<file path="config.mk">
export PLATFORM = sky130hd
export DESIGN_NAME = command_top
export DESIGN_NICKNAME = d
export VERILOG_FILES = /design/src/source/cmd_pkg.sv /design/src/source/unit_if.sv /design/src/source/command_top.sv /design/src/source/gpio_unit.sv /design/src/source/system_unit.sv /design/src/source/rsp_encoder.sv /design/src/source/cmd_dispatch.sv /design/src/source/cmd_parser.sv
export VERILOG_INCLUDE_DIRS = /design/src /design/src/source
export SDC_FILE = /design/constraint.sdc
export NUM_CORES = 1
export LEC_CHECK = 0
export BUFFER_PORTS_ARGS = -buffer_cell sky130_fd_sc_hd__buf_4
export CAP_MARGIN = 10
export CORE_MARGIN = 2
export CORE_UTILIZATION = 50
export CTS_CLUSTER_SIZE = 28
export DETAILED_ROUTE_END_ITERATION = 8
export GPL_TIMING_DRIVEN = 0
export PLACE_DENSITY = 0.74
export REMOVE_ABC_BUFFERS = 1
export SETUP_SLACK_MARGIN = 0.02
export SKIP_CTS_REPAIR_TIMING = 1
export SLEW_MARGIN = 20
export SYNTH_ARGS = -nofsm -noshare
export SYNTH_HDL_FRONTEND = slang
export SYNTH_SLANG_ARGS = --single-unit
</file>
<file path="constraint.sdc">
create_clock -name clk -period 9.6 [get_ports clk]
set_input_delay 0.48 -clock clk [delete_from_list [all_inputs] [get_ports clk]]
set_output_delay 0.48 -clock clk [all_outputs]
set_load 0.02 [all_outputs]
</file>
<file path="src/source/cmd_macros.svh">
`ifndef CMD_MACROS_SVH
`define CMD_MACROS_SVH

`define CMD_BITS    5
`define MAX_ARGS    8
`define ARGS_BITS   3
`define MAX_PARAMS  8
`define NGPIO       8
`define FW_VERSION  32'h2a5c1e03

`define CMD_GET_VERSION     5'd0
`define CMD_GET_TIME        5'd2
`define CMD_SET_DIGITAL_OUT 5'd15
`define CMD_SHUTDOWN        5'd19

`define RSP_GET_VERSION 8'd0
`define RSP_GET_TIME    8'd1

`endif
</file>
<file path="src/source/cmd_pkg.sv">
`include "cmd_macros.svh"

package cmd_pkg;

	typedef logic [`CMD_BITS-1:0] cmd_id_t;

	typedef enum logic {
		unit_system = 1'b0,
		unit_gpio   = 1'b1
	} unit_t;

	typedef struct packed {
		unit_t unit;
		logic [`ARGS_BITS-1:0] nargs;
		logic has_response;
	} cmd_entry_t;

	typedef logic [`MAX_ARGS-1:0][31:0] args_t;

	// ids without an entry fall back to a silent system command.
	function automatic cmd_entry_t cmd_lookup(input cmd_id_t id);
		cmd_entry_t e;
		e = '{unit: unit_system, nargs: 3'd0, has_response: 1'b0};
		case (id)
			`CMD_GET_VERSION:     e = '{unit: unit_system, nargs: 3'd0, has_response: 1'b1};
			`CMD_GET_TIME:        e = '{unit: unit_system, nargs: 3'd0, has_response: 1'b1};
			`CMD_SET_DIGITAL_OUT: e = '{unit: unit_gpio, nargs: 3'd2, has_response: 1'b0};
			`CMD_SHUTDOWN:        e = '{unit: unit_system, nargs: 3'd0, has_response: 1'b0};
			default:              e = '{unit: unit_system, nargs: 3'd0, has_response: 1'b0};
		endcase
		return e;
	endfunction

endpackage

</file>
<file path="src/source/unit_if.sv">
`timescale 1ns/1ns

interface unit_if;
	import cmd_pkg::*;

	cmd_id_t cmd;
	logic cmd_ready;        // one-cycle start.
	logic [31:0] arg_data;  // current argument.
	logic arg_advance;
	logic param_write;
	logic [31:0] param_data;
	logic cmd_done;         // param_data holds response id here.

	modport unit (
		input  cmd, cmd_ready, arg_data,
		output arg_advance, param_write, param_data, cmd_done
	);

	modport dispatcher (
		output cmd, cmd_ready, arg_data,
		input  arg_advance, param_write, param_data, cmd_done
	);

endinterface

</file>
<file path="src/source/command_top.sv">
`timescale 1ns/1ns
`include "cmd_macros.svh"

module command_top (
	input  logic clk,
	input  logic rst_n,
	input  logic [7:0] msg_data,
	input  logic msg_ready,
	output logic msg_rd_en,
	input  logic [63:0] systime,
	output logic [7:0] send_ring_data,
	output logic send_ring_wr_en,
	output logic [7:0] send_fifo_data,
	output logic send_fifo_wr_en,
	output logic [`NGPIO-1:0] gpio,
	output logic shutdown
);
	import cmd_pkg::*;

	logic cmd_valid;
	cmd_id_t cmd;
	cmd_entry_t entry;
	args_t args;
	logic busy;
	logic rsp_start;
	logic [7:0] rsp_id;
	args_t params;
	logic [`ARGS_BITS:0] nparams;
	logic rsp_busy;

	unit_if sys_if ();
	unit_if gpo_if ();

	cmd_parser parser_inst (
		.clk(clk),
		.rst_n(rst_n),
		.msg_data(msg_data),
		.msg_ready(msg_ready),
		.msg_rd_en(msg_rd_en),
		.busy(busy),
		.cmd_valid(cmd_valid),
		.cmd(cmd),
		.entry(entry),
		.args(args)
	);

	cmd_dispatch dispatch_inst (
		.clk(clk),
		.rst_n(rst_n),
		.cmd_valid(cmd_valid),
		.cmd(cmd),
		.entry(entry),
		.args(args),
		.busy(busy),
		.sys(sys_if.dispatcher),
		.gpo(gpo_if.dispatcher),
		.rsp_start(rsp_start),
		.rsp_id(rsp_id),
		.params(params),
		.nparams(nparams),
		.rsp_busy(rsp_busy)
	);

	rsp_encoder encoder_inst (
		.clk(clk),
		.rst_n(rst_n),
		.rsp_start(rsp_start),
		.rsp_id(rsp_id),
		.params(params),
		.nparams(nparams),
		.rsp_busy(rsp_busy),
		.send_ring_data(send_ring_data),
		.send_ring_wr_en(send_ring_wr_en),
		.send_fifo_data(send_fifo_data),
		.send_fifo_wr_en(send_fifo_wr_en)
	);

	system_unit system_inst (
		.clk(clk),
		.rst_n(rst_n),
		.u(sys_if.unit),
		.systime(systime),
		.shutdown(shutdown)
	);

	gpio_unit gpio_inst (
		.clk(clk),
		.rst_n(rst_n),
		.u(gpo_if.unit),
		.shutdown(shutdown),
		.gpio(gpio)
	);

endmodule

</file>
<file path="src/source/gpio_unit.sv">
`timescale 1ns/1ns
`include "cmd_macros.svh"

module gpio_unit (
	input  logic clk,
	input  logic rst_n,
	unit_if.unit u,
	input  logic shutdown,
	output logic [`NGPIO-1:0] gpio
);

	localparam int CH_BITS = $clog2(`NGPIO);

	typedef enum logic [1:0] {
		G_IDLE,
		G_WAIT,
		G_VALUE
	} gstate_t;

	gstate_t state;
	logic [`NGPIO-1:0] out_r;
	logic [CH_BITS-1:0] chan;
	logic chan_ok;

	assign u.param_write = 1'b0;
	assign u.param_data = 32'd0;
	// shutdown forces the pins low at once.
	assign gpio = shutdown ? '0 : out_r;

	always_ff @(posedge clk) begin
		if (!rst_n) begin
			state <= G_IDLE;
			out_r <= '0;
			u.arg_advance <= 1'b0;
			u.cmd_done <= 1'b0;
		end else begin
			u.arg_advance <= 1'b0;
			u.cmd_done <= 1'b0;
			case (state)
				G_IDLE: if (u.cmd_ready && u.cmd == `CMD_SET_DIGITAL_OUT) begin
					u.arg_advance <= 1'b1;  // channel taken, ask for value.
					state <= G_WAIT;
				end else if (u.cmd_ready) begin
					u.cmd_done <= 1'b1;
				end
				G_WAIT: state <= G_VALUE;
				G_VALUE: begin
					if (!shutdown && chan_ok)
						out_r[chan] <= (u.arg_data != 32'd0);
					u.cmd_done <= 1'b1;
					state <= G_IDLE;
				end
				default: state <= G_IDLE;
			endcase
			if (shutdown)
				out_r <= '0;
		end
	end

	always_ff @(posedge clk) begin
		if (state == G_IDLE && u.cmd_ready) begin
			chan <= u.arg_data[CH_BITS-1:0];
			chan_ok <= (u.arg_data < `NGPIO);
		end
	end

endmodule

</file>
<file path="src/source/system_unit.sv">
`timescale 1ns/1ns
`include "cmd_macros.svh"

module system_unit (
	input  logic clk,
	input  logic rst_n,
	unit_if.unit u,
	input  logic [63:0] systime,
	output logic shutdown
);

	typedef enum logic [1:0] {
		S_IDLE,
		S_TIME_HI,
		S_DONE
	} sstate_t;

	sstate_t state;
	logic [31:0] time_hi;

	assign u.arg_advance = 1'b0;  // no arguments here.

	always_ff @(posedge clk) begin
		if (!rst_n) begin
			state <= S_IDLE;
			u.param_write <= 1'b0;
			u.cmd_done <= 1'b0;
			shutdown <= 1'b0;
		end else begin
			u.param_write <= 1'b0;
			u.cmd_done <= 1'b0;
			case (state)
				S_IDLE: if (u.cmd_ready) begin
					case (u.cmd)
						`CMD_GET_VERSION: begin
							u.param_write <= 1'b1;
							state <= S_DONE;
						end
						`CMD_GET_TIME: begin
							u.param_write <= 1'b1;  // low word first.
							state <= S_TIME_HI;
						end
						`CMD_SHUTDOWN: begin
							shutdown <= 1'b1;  // sticky.
							u.cmd_done <= 1'b1;
						end
						default: u.cmd_done <= 1'b1;
					endcase
				end
				S_TIME_HI: begin
					u.param_write <= 1'b1;
					state <= S_DONE;
				end
				S_DONE: begin
					u.cmd_done <= 1'b1;
					state <= S_IDLE;
				end
				default: state <= S_IDLE;
			endcase
		end
	end

	always_ff @(posedge clk) begin
		if (state == S_IDLE && u.cmd_ready) begin
			time_hi <= systime[63:32];
			u.param_data <= (u.cmd == `CMD_GET_TIME) ? systime[31:0] : `FW_VERSION;
		end else if (state == S_TIME_HI) begin
			u.param_data <= time_hi;
		end else if (state == S_DONE) begin
			u.param_data <= {24'd0, (u.cmd == `CMD_GET_TIME) ? `RSP_GET_TIME : `RSP_GET_VERSION};
		end
	end

endmodule

</file>
<file path="src/source/rsp_encoder.sv">
`timescale 1ns/1ns
`include "cmd_macros.svh"

module rsp_encoder (
	input  logic clk,
	input  logic rst_n,
	input  logic rsp_start,
	input  logic [7:0] rsp_id,
	input  cmd_pkg::args_t params,
	input  logic [`ARGS_BITS:0] nparams,
	output logic rsp_busy,
	output logic [7:0] send_ring_data,
	output logic send_ring_wr_en,
	output logic [7:0] send_fifo_data,
	output logic send_fifo_wr_en
);
	import cmd_pkg::*;

	typedef enum logic [1:0] {
		E_IDLE,
		E_SEND,
		E_LEN
	} estate_t;

	estate_t state;
	args_t params_r;
	logic [`ARGS_BITS:0] nparams_r;
	logic [`ARGS_BITS-1:0] cur;
	logic [34:0] shreg;       // groups left aligned.
	logic [2:0] cnt;          // groups left minus one.
	logic [7:0] len;
	logic [31:0] ld_val;
	logic [2:0] ld_groups;
	logic [34:0] ld_shreg;
	logic last_param;

	// drop leading groups that carry only sign.
	function automatic logic [2:0] vlq_groups(input logic [31:0] v);
		logic [34:0] s;
		logic [2:0] n;
		logic stop;
		s = {{3{v[31]}}, v};
		n = 3'd5;
		stop = 1'b0;
		for (int i = 0; i < 4; i++) begin
			if (!stop && (s[34:26] == 9'h1ff || s[34:26] < 9'd3)) begin
				n = n - 3'd1;
				s = s << 7;
			end else begin
				stop = 1'b1;
			end
		end
		return n;
	endfunction

	assign ld_val = (state == E_IDLE) ? params[0] : params_r[cur + 3'd1];
	assign ld_groups = vlq_groups(ld_val);
	assign ld_shreg = {{3{ld_val[31]}}, ld_val} << (7 * (3'd5 - ld_groups));
	assign last_param = (({1'b0, cur} + 1'b1) == nparams_r);
	assign rsp_busy = (state != E_IDLE);

	always_ff @(posedge clk) begin
		if (!rst_n) begin
			state <= E_IDLE;
			send_ring_wr_en <= 1'b0;
			send_fifo_wr_en <= 1'b0;
		end else begin
			send_ring_wr_en <= 1'b0;
			send_fifo_wr_en <= 1'b0;
			case (state)
				E_IDLE: if (rsp_start) begin
					send_ring_wr_en <= 1'b1;  // id byte.
					state <= (nparams == '0) ? E_LEN : E_SEND;
				end
				E_SEND: begin
					send_ring_wr_en <= 1'b1;
					if (cnt == 3'd0 && last_param)
						state <= E_LEN;
				end
				E_LEN: begin
					send_fifo_wr_en <= 1'b1;
					state <= E_IDLE;
				end
				default: state <= E_IDLE;
			endcase
		end
	end

	always_ff @(posedge clk) begin
		case (state)
			E_IDLE: if (rsp_start) begin
				params_r <= params;
				nparams_r <= nparams;
				cur <= '0;
				send_ring_data <= rsp_id;
				len <= 8'd1;
				shreg <= ld_shreg;
				cnt <= ld_groups - 3'd1;
			end
			E_SEND: begin
				send_ring_data <= {cnt != 3'd0, shreg[34:28]};  // continuation bit.
				len <= len + 8'd1;
				if (cnt != 3'd0) begin
					shreg <= shreg << 7;
					cnt <= cnt - 3'd1;
				end else begin
					cur <= cur + 3'd1;
					shreg <= ld_shreg;  // next parameter, no gap.
					cnt <= ld_groups - 3'd1;
				end
			end
			E_LEN: send_fifo_data <= len + 8'd1;
			default: ;
		endcase
	end

endmodule

</file>
<file path="src/source/cmd_dispatch.sv">
`timescale 1ns/1ns
`include "cmd_macros.svh"

module cmd_dispatch (
	input  logic clk,
	input  logic rst_n,
	input  logic cmd_valid,
	input  cmd_pkg::cmd_id_t cmd,
	input  cmd_pkg::cmd_entry_t entry,
	input  cmd_pkg::args_t args,
	output logic busy,
	unit_if.dispatcher sys,
	unit_if.dispatcher gpo,
	output logic rsp_start,
	output logic [7:0] rsp_id,
	output cmd_pkg::args_t params,
	output logic [`ARGS_BITS:0] nparams,
	input  logic rsp_busy
);
	import cmd_pkg::*;

	typedef enum logic [1:0] {
		D_IDLE,
		D_WAIT,
		D_RESP
	} dstate_t;

	dstate_t state;
	cmd_id_t cur_cmd;
	cmd_entry_t cur_entry;
	logic start;
	logic [31:0] arg_data;
	logic [`ARGS_BITS-1:0] arg_ptr;
	logic sel_gpio;
	logic sel_adv;
	logic sel_write;
	logic sel_done;
	logic [31:0] sel_param;
	logic store;

	assign busy = (state != D_IDLE);
	assign sel_gpio = (cur_entry.unit == unit_gpio);

	assign sys.cmd = cur_cmd;
	assign gpo.cmd = cur_cmd;
	assign sys.arg_data = arg_data;
	assign gpo.arg_data = arg_data;
	assign sys.cmd_ready = start && !sel_gpio;
	assign gpo.cmd_ready = start && sel_gpio;

	// only the started unit is listened to.
	assign sel_adv = sel_gpio ? gpo.arg_advance : sys.arg_advance;
	assign sel_write = sel_gpio ? gpo.param_write : sys.param_write;
	assign sel_done = sel_gpio ? gpo.cmd_done : sys.cmd_done;
	assign sel_param = sel_gpio ? gpo.param_data : sys.param_data;
	assign store = (state == D_WAIT) && sel_write && (nparams < `MAX_PARAMS);

	always_ff @(posedge clk) begin
		if (!rst_n) begin
			state <= D_IDLE;
			start <= 1'b0;
			rsp_start <= 1'b0;
			nparams <= '0;
		end else begin
			start <= 1'b0;
			rsp_start <= 1'b0;
			case (state)
				D_IDLE: if (cmd_valid) begin
					start <= 1'b1;
					nparams <= '0;
					state <= D_WAIT;
				end
				D_WAIT: begin
					if (store)
						nparams <= nparams + 1'b1;
					if (sel_done)
						state <= cur_entry.has_response ? D_RESP : D_IDLE;
				end
				D_RESP: if (!rsp_busy) begin
					rsp_start <= 1'b1;  // encoder latches everything.
					state <= D_IDLE;
				end
				default: state <= D_IDLE;
			endcase
		end
	end

	always_ff @(posedge clk) begin
		if (state == D_IDLE && cmd_valid) begin
			cur_cmd <= cmd;
			cur_entry <= entry;
			arg_data <= args[0];
			arg_ptr <= 3'd1;
		end
		if (state == D_WAIT && sel_adv) begin
			arg_data <= args[arg_ptr];
			arg_ptr <= arg_ptr + 3'd1;
		end
		if (store)
			params[nparams[`ARGS_BITS-1:0]] <= sel_param;
		if (state == D_WAIT && sel_done)
			rsp_id <= sel_param[7:0];
	end

endmodule

</file>
<file path="src/source/cmd_parser.sv">
`timescale 1ns/1ns
`include "cmd_macros.svh"

module cmd_parser (
	input  logic clk,
	input  logic rst_n,
	input  logic [7:0] msg_data,
	input  logic msg_ready,
	output logic msg_rd_en,
	input  logic busy,
	output logic cmd_valid,
	output cmd_pkg::cmd_id_t cmd,
	output cmd_pkg::cmd_entry_t entry,
	output cmd_pkg::args_t args
);
	import cmd_pkg::*;

	typedef enum logic [1:0] {
		P_IDLE,
		P_ARG_START,
		P_ARG_CONT,
		P_OUTPUT
	} pstate_t;

	pstate_t state;
	logic [`ARGS_BITS-1:0] cur_arg;
	logic take;
	logic last_arg;
	cmd_id_t id_in;
	cmd_entry_t lut;

	// ids above the table range map onto an unused id.
	assign id_in = (msg_data[7:`CMD_BITS] != '0) ? '1 : msg_data[`CMD_BITS-1:0];
	assign lut = cmd_lookup(id_in);
	assign take = msg_ready && !msg_rd_en && !busy && !cmd_valid && (state != P_OUTPUT);
	assign last_arg = (cur_arg == entry.nargs - 3'd1);

	always_ff @(posedge clk) begin
		if (!rst_n) begin
			state <= P_IDLE;
			msg_rd_en <= 1'b0;
			cmd_valid <= 1'b0;
			cur_arg <= '0;
		end else begin
			msg_rd_en <= take;
			cmd_valid <= 1'b0;
			case (state)
				P_IDLE: if (take) begin
					cur_arg <= '0;
					state <= (lut.nargs == '0) ? P_OUTPUT : P_ARG_START;
				end
				P_ARG_START, P_ARG_CONT: if (take && !msg_data[7]) begin
					cur_arg <= cur_arg + 3'd1;  // argument complete.
					state <= last_arg ? P_OUTPUT : P_ARG_START;
				end else if (take) begin
					state <= P_ARG_CONT;
				end
				P_OUTPUT: begin
					cmd_valid <= 1'b1;
					state <= P_IDLE;
				end
				default: state <= P_IDLE;
			endcase
		end
	end

	always_ff @(posedge clk) begin
		if (take && state == P_IDLE) begin
			cmd <= id_in;
			entry <= lut;
		end
		if (take && state == P_ARG_START) begin
			args[cur_arg] <= {{25{msg_data[6] & msg_data[5]}}, msg_data[6:0]};  // sign extend.
		end
		if (take && state == P_ARG_CONT) begin
			args[cur_arg] <= {args[cur_arg][24:0], msg_data[6:0]};
		end
	end

endmodule

</file>
==> results.toml, run 1 <==
[finish]
syn2layout_area_growth_pct = 16.5
n_fill_cell = 6230
nets = 3347
n_antenna_cell = 0
layout_common_cells = "edfxtp_1, a21oi_1, dfxtp_1"
layoutNonFillerInstCount = 4405
final_area_um2 = 48100
final_common_cell = "edfxtp_1"
drive_gt1_frac = 0.190

[sta]
setup_viol = 0
fin_crit_ns = 8.28
rsz0062_at_grt = "false"
setup_ws_ns = 1.32
tns_ns = 0
tightest_slew_ns = 1.14
finalHoldViolations = 0
drv_slew = 0
max_freq_mhz = 121
relSlewSlack = 0.239
clock_skew_ns = 0.0454
fin_crit_sh = 0.863

[routing]
vias_per_cell = 6.09
drcViolationCount = 0
ant_nets = 0
dr.pass1.iters = 6
dr.first_iter.drc_count = 2799
via_count = 26800
met3WireLength_um = 9320
maxUsedRoutingLayer = "met4"
wl_met1_um = 41000
routed_wl_um = 105000
wl_met2_um = 51300
post_drt_wl_per_cell_um = 23.9

[cts]
cts_tree = "built"
htreeDepth = 3
cts-root-buf = "clkbuf_16"
path_clk_slew_ns = 0.07
cts_buffers = 98
cts_sinks = 998
clk_path_buf_depth = 3
clk_latency_ns = 0.68

[power]
p_sw_frac = 0.245
power_density_nw_per_um2 = 206
p_leak_nw = 17.2
p_clk_frac = 0.397
seq_power_share = 0.506
max-vdd-ir-drop_mv = 0.174
power_mw = 9.90
internal_power_mw = 7.48
p_switching_mw = 2.43
p_comb_frac = 0.097

[placement]
post-dp-hpwl_um = 67700
gp_congestion = 0.923
place_ws_ns = 1.42
placedCellCount = 4192
io_buffers = 102
dpl_cell_area_um2 = 44400

[run_status]
status = "complete, no violations"

[setup_path]
crit_required_ns = 10.13
critical_path.endpoint_type = "register"
critPathLaunchType = "register"
critPathMaxFanout = 44
crit_arrival_ns = 8.81
critPathKind = "register to register"

[die]
die_y_um = 291
core_area_um2 = 81800
initial_core_util = 0.504
fp.dieArea_um2 = 84800
row_count = 105
io_pins = 103
die_w_um = 291

[global_routing]
grt_pass1_wl_um = 159000
grt_pass1_vias = 26300
grt_use_total = 0.246
grt_overflow = 0
grt_start_max_net_pins = 57
antenna_found_initial = 0

[synth]
synth-seq-cells = 998
yosysTopAreaCellShare = 0.514
synth_ff_type = "edfxtp_1"
synthCells = 3132
synth_cell_types = 87
yosys_warnings = 0
ys_async_sr_fraction = 0
synth_edf_count = 706
synthTopCellsByArea = "edfxtp_1, dfxtp_1, mux4_2"
netlist_area_um2 = 41200
synth_seq_area_share = 0.656
synth_top_area_cell = "edfxtp_1"
syn_avg_cell_area_um2 = 13.2

[min_path]
hold_class = "primary input to register"

[flow_run]
drv_cap = 0
==> routing by layer <==
layer,GRT usage,vias up
li1,-,12100
met1,0.323,13100
met2,0.407,1321
met3,0.0407,292
met4,0.102,0
met5,0,-
==> final cells by class <==
type                       instances  area, um^2  area share
multi-input combinational       1900       13500       0.281
timing repair buffer             220        2710      0.0563
tap                             1070        1340      0.0278
clock inverter                    67         768      0.0160
inverter                          33         136     0.00284
clock buffer                     117        2560      0.0534
sequential                       998       27000       0.563
==> critical path, cell delays in order, from the launching register on <==
cell	delay [ns]
edfxtp_1	0.58
buf_6	0.24
ha_4	0.67
buf_12	0.30
buf_16	0.27
mux2_2	0.21
o22ai_1	0.08
o31ai_2	0.76
nand2_1	0.31
o31ai_1	0.79
nand3_1	0.29
a21o_1	0.66
inv_12	0.33
ha_2	0.68
inv_2	0.40
mux4_2	0.58
mux2i_1	0.37
nand2_1	0.11
a21oi_1	0.24
a221o_1	0.16
==> metrics by stage <==
step	hold WS, ns	utilization
6_report	0.0400	0.587
5_1_grt	0.0288	0.587
4_1_cts	-0.0497	0.584
3_5_place_dp	0.405	0.543
3_3_place_gp	0.400	0.519
2_1_floorplan	0.400	-
==> path summary, 6_finish.rpt <==
kind	start	to	slack (ns)	depth (start not counted)
setup / recovery	encoder_inst.cur[0]	encoder_inst.shreg[29]	1.32	19
hold / removal	systime[56]	system_inst.time_hi[24]	0.04	1
setup reg to reg	encoder_inst.cur[0]	encoder_inst.shreg[29]	1.32	19
hold reg to reg	dispatch_inst.params[85]	encoder_inst.params_r[85]	0.38	0
==> kinds of logic after synthesis <==
logic type / Yosys count / synth area share
AO/OA/AOI/OAI: 787 / 0.115
XOR/XNOR: 17 / 0.00397
adder cells (fa/ha/maj): 21 / 0.00655
buffers and inverters: 234 / 0.0241
flip-flops: 998 / 0.656
multiplexers: 322 / 0.112
AND/OR/NAND/NOR: 753 / 0.0831
==> power by group through the flow <==
stage               combinational [mW]  sequential [mW]  clock [mW]
floorplan                        0.618             5.05           0
global placement                 0.844             5.11           0
detailed placement               0.925             5.10           0
CTS                              0.931             5.01        3.98
global route                      1.04             5.04        4.16
finish                           0.956             5.01        3.93
==> sequential cells by signal, indices dropped and copies added (netlist names), 4 cells and up <==
name,count
dispatch_inst.gpo.arg_data,32
dispatch_inst.gpo.cmd,5
dispatch_inst.nparams,4
dispatch_inst.params,256
dispatch_inst.rsp_id,8
encoder_inst.len,8
encoder_inst.nparams_r,4
encoder_inst.params_r,256
encoder_inst.send_fifo_data,8
encoder_inst.send_ring_data,8
encoder_inst.shreg,35
gpio_inst.out_r,8
parser_inst.args,256
parser_inst.cmd,5
system_inst.time_hi,32
system_inst.u.param_data,32
==> Yosys cell counts (all sizes together) (37+ instances only) <==
cell    instances
nor2          287
clkbuf        160
nand3          37
a22oi         115
edfxtp        706
mux4          101
buf            41
o21ai          77
a21oi         451
mux2          108
mux2i         113
nor2b          49
nand2         217
dfxtp         292
Note: power is estimated with default switching activity, not from simulation.
==> run 2, diff against run 1 <==
- CAP_MARGIN: 10 -> 20
- CORE_MARGIN: 2 -> 3
==> run 2 against run 1 <==
Non-clock buffer count up 5. Sequential power is essentially flat. Worst setup slack improved by 0.33 ns. Total power up 0.24%. Sequential share of layout area is 0.17 points lower. Register-to-register slack improved by 0.33 ns. Hold slack worse by 0.0095 ns. Die area up 1.4%. Clock power hardly changed. Largest cell class unchanged.
==> results.toml, run 2 (synthesis results as in run 1) <==
[placement]
gp_congestion = 0.937
place_ws_ns = 1.38
io_buffers = 102
dpl_cell_area_um2 = 44500
post-dp-hpwl_um = 67900

[sta]
finalHoldViolations = 0
tightest_slew_ns = 1.13
fin_crit_sh = 0.828
setup_ws_ns = 1.65
clock_skew_ns = 0.0489
drv_slew = 0
relSlewSlack = 0.244
setup_viol = 0
rsz0062_at_grt = "false"
max_freq_mhz = 126
fin_crit_ns = 7.95
whs_ns = 0.0305

[setup_path]
crit_top_cell = "nor3_1"
r2r_setup_slack_ns = 1.65
critPathKind = "register to register"
reg2regPathDepth = 22
critPathLaunchType = "register"
timing.rr.start = "encoder_inst.cur[0]"
critical_path.endpoint_type = "register"
max_stage_delay_ns = 0.88
crit_path_top_delay_cell = "a21o_1"
crit_arrival_ns = 8.43
r2r_end = "encoder_inst.shreg[26]"
critPathMaxFanout = 18
crit_required_ns = 10.08
cp_cell_sequence = "buf_8, ha_4, xor2_4, buf_16, mux4_2, and3_1, a211oi_1, or4b_4, nor3_1, a311o_1, a41o_4, a21o_1, inv_12, ha_2, nor2b_1, and2_1, a311o_1, nor3_1, nand2_1, nor3_1, a221oi_1, o311ai_1"

[die]
die_w_um = 293
fp.dieArea_um2 = 86000
core_area_um2 = 81100
row_count = 104
io_pins = 103
initial_core_util = 0.509
die_y_um = 293

[finish]
post-route-util = 0.595
final_common_cell = "edfxtp_1"
syn2layout_area_growth_pct = 16.9
layout_common_cells = "edfxtp_1, a21oi_1, dfxtp_1"
n_fill_cell = 6107
drive_gt1_frac = 0.194
final_area_um2 = 48200
n_antenna_cell = 0
nets = 3355

[routing]
via_count = 27200
routed_wl_um = 106000
dr.pass1.iters = 7
dr.first_iter.drc_count = 3250
drcViolationCount = 0
post_drt_wl_per_cell_um = 24.1
vias_per_cell = 6.17
ant_nets = 0

[cts]
cts-root-buf = "clkbuf_16"
path_clk_slew_ns = 0.06
clk_latency_ns = 0.70
cts_sinks = 998
htreeDepth = 3
clk_path_buf_depth = 3
cts_tree = "built"
cts_buffers = 101

[power]
power_density_nw_per_um2 = 206
max-vdd-ir-drop_mv = 0.193
power_mw = 9.93
p_leak_nw = 17.2

[global_routing]
grt_use_total = 0.243
antenna_found_initial = 0
grt_pass1_vias = 27000
grt_overflow = 0
grt_start_max_net_pins = 60
grt_pass1_wl_um = 160000

[run_status]
status = "complete, no violations"

[min_path]
worstHoldStart = "systime[43]"
hold_class = "primary input to register"
holdPathEnd = "system_inst.time_hi[11]"
min_path_cells = 1

[flow_run]
drv_cap = 0
run 2: changes by cell type in the layout (fill, tap and decap cells not counted), moves of 2 or more:
cell,delta
clkbuf_8,+7
clkinv_2,+5
bufinv_16,-4
buf_8,+3
inv_6,+3
clkbuf_16,+2
clkinv_1,-2
clkinv_16,+2
clkinvlp_4,-2
inv_16,-2
nand2_2,+2
nand2_4,-2
run 2: worst max path at each step:
stage,startpoint,endpoint,slack [ns],depth (start not counted)
final,encoder_inst.cur[0],encoder_inst.shreg[26],1.65,22
after global routing,encoder_inst.cur[0],encoder_inst.shreg[31],1.30,22
after CTS,encoder_inst.cur[0],encoder_inst.shreg[33],1.36,19
after detailed placement,encoder_inst.cur[0],encoder_inst.shreg[33],1.38,19
after global placement,encoder_inst.cur[0],encoder_inst.shreg[34],-4.05,16
after floorplan,encoder_inst.cur[0],encoder_inst.shreg[34],-0.21,17
run 2: critical path, delay by kind of cell (launching register included):
kind / cells / cell delay [ns]
multiplexers: 1 / 0.29
AO/OA/AOI/OAI: 7 / 2.46
XOR/XNOR: 1 / 0.61
flip-flops: 1 / 0.58
adder cells (fa/ha/maj): 2 / 0.44
buffers and inverters: 3 / 0.59
AND/OR/NAND/NOR: 8 / 2.74
run 2: metal layers:
metal,wire (um),share of wire,global-route usage
met3,9440,0.089,0.0432
met1,41300,0.39,0.316
met5,0,0,0
met4,4490,0.042,0.107
met2,51100,0.48,0.404
run 2: final cells by class:
class | instances | area, um^2 | area share
inverter | 33 | 136 | 0.00283
sequential | 998 | 27000 | 0.561
clock buffer | 125 | 2710 | 0.0562
clock inverter | 66 | 688 | 0.0143
multi-input combinational | 1900 | 13500 | 0.280
timing repair buffer | 225 | 2800 | 0.0582
tap | 1060 | 1330 | 0.0275
run 2: power breakdown:
part / leakage, nW / total, mW / switching (mW) / internal [mW]
clock: 1.65 / 3.95 / 1.70 / 2.25
combinational: 6.85 / 0.965 / 0.578 / 0.388
sequential: 8.74 / 5.01 / 0.174 / 4.84
total: 17.2 / 9.93 / 2.46 / 7.47
run 2: per-stage QoR:
stage          instances  setup TNS [ns]
4_1_cts             4377               0
3_3_place_gp        4093         -828.91
6_report            4407               0
5_1_grt             4407               0
3_5_place_dp        4186               0
2_1_floorplan       2931          -0.622
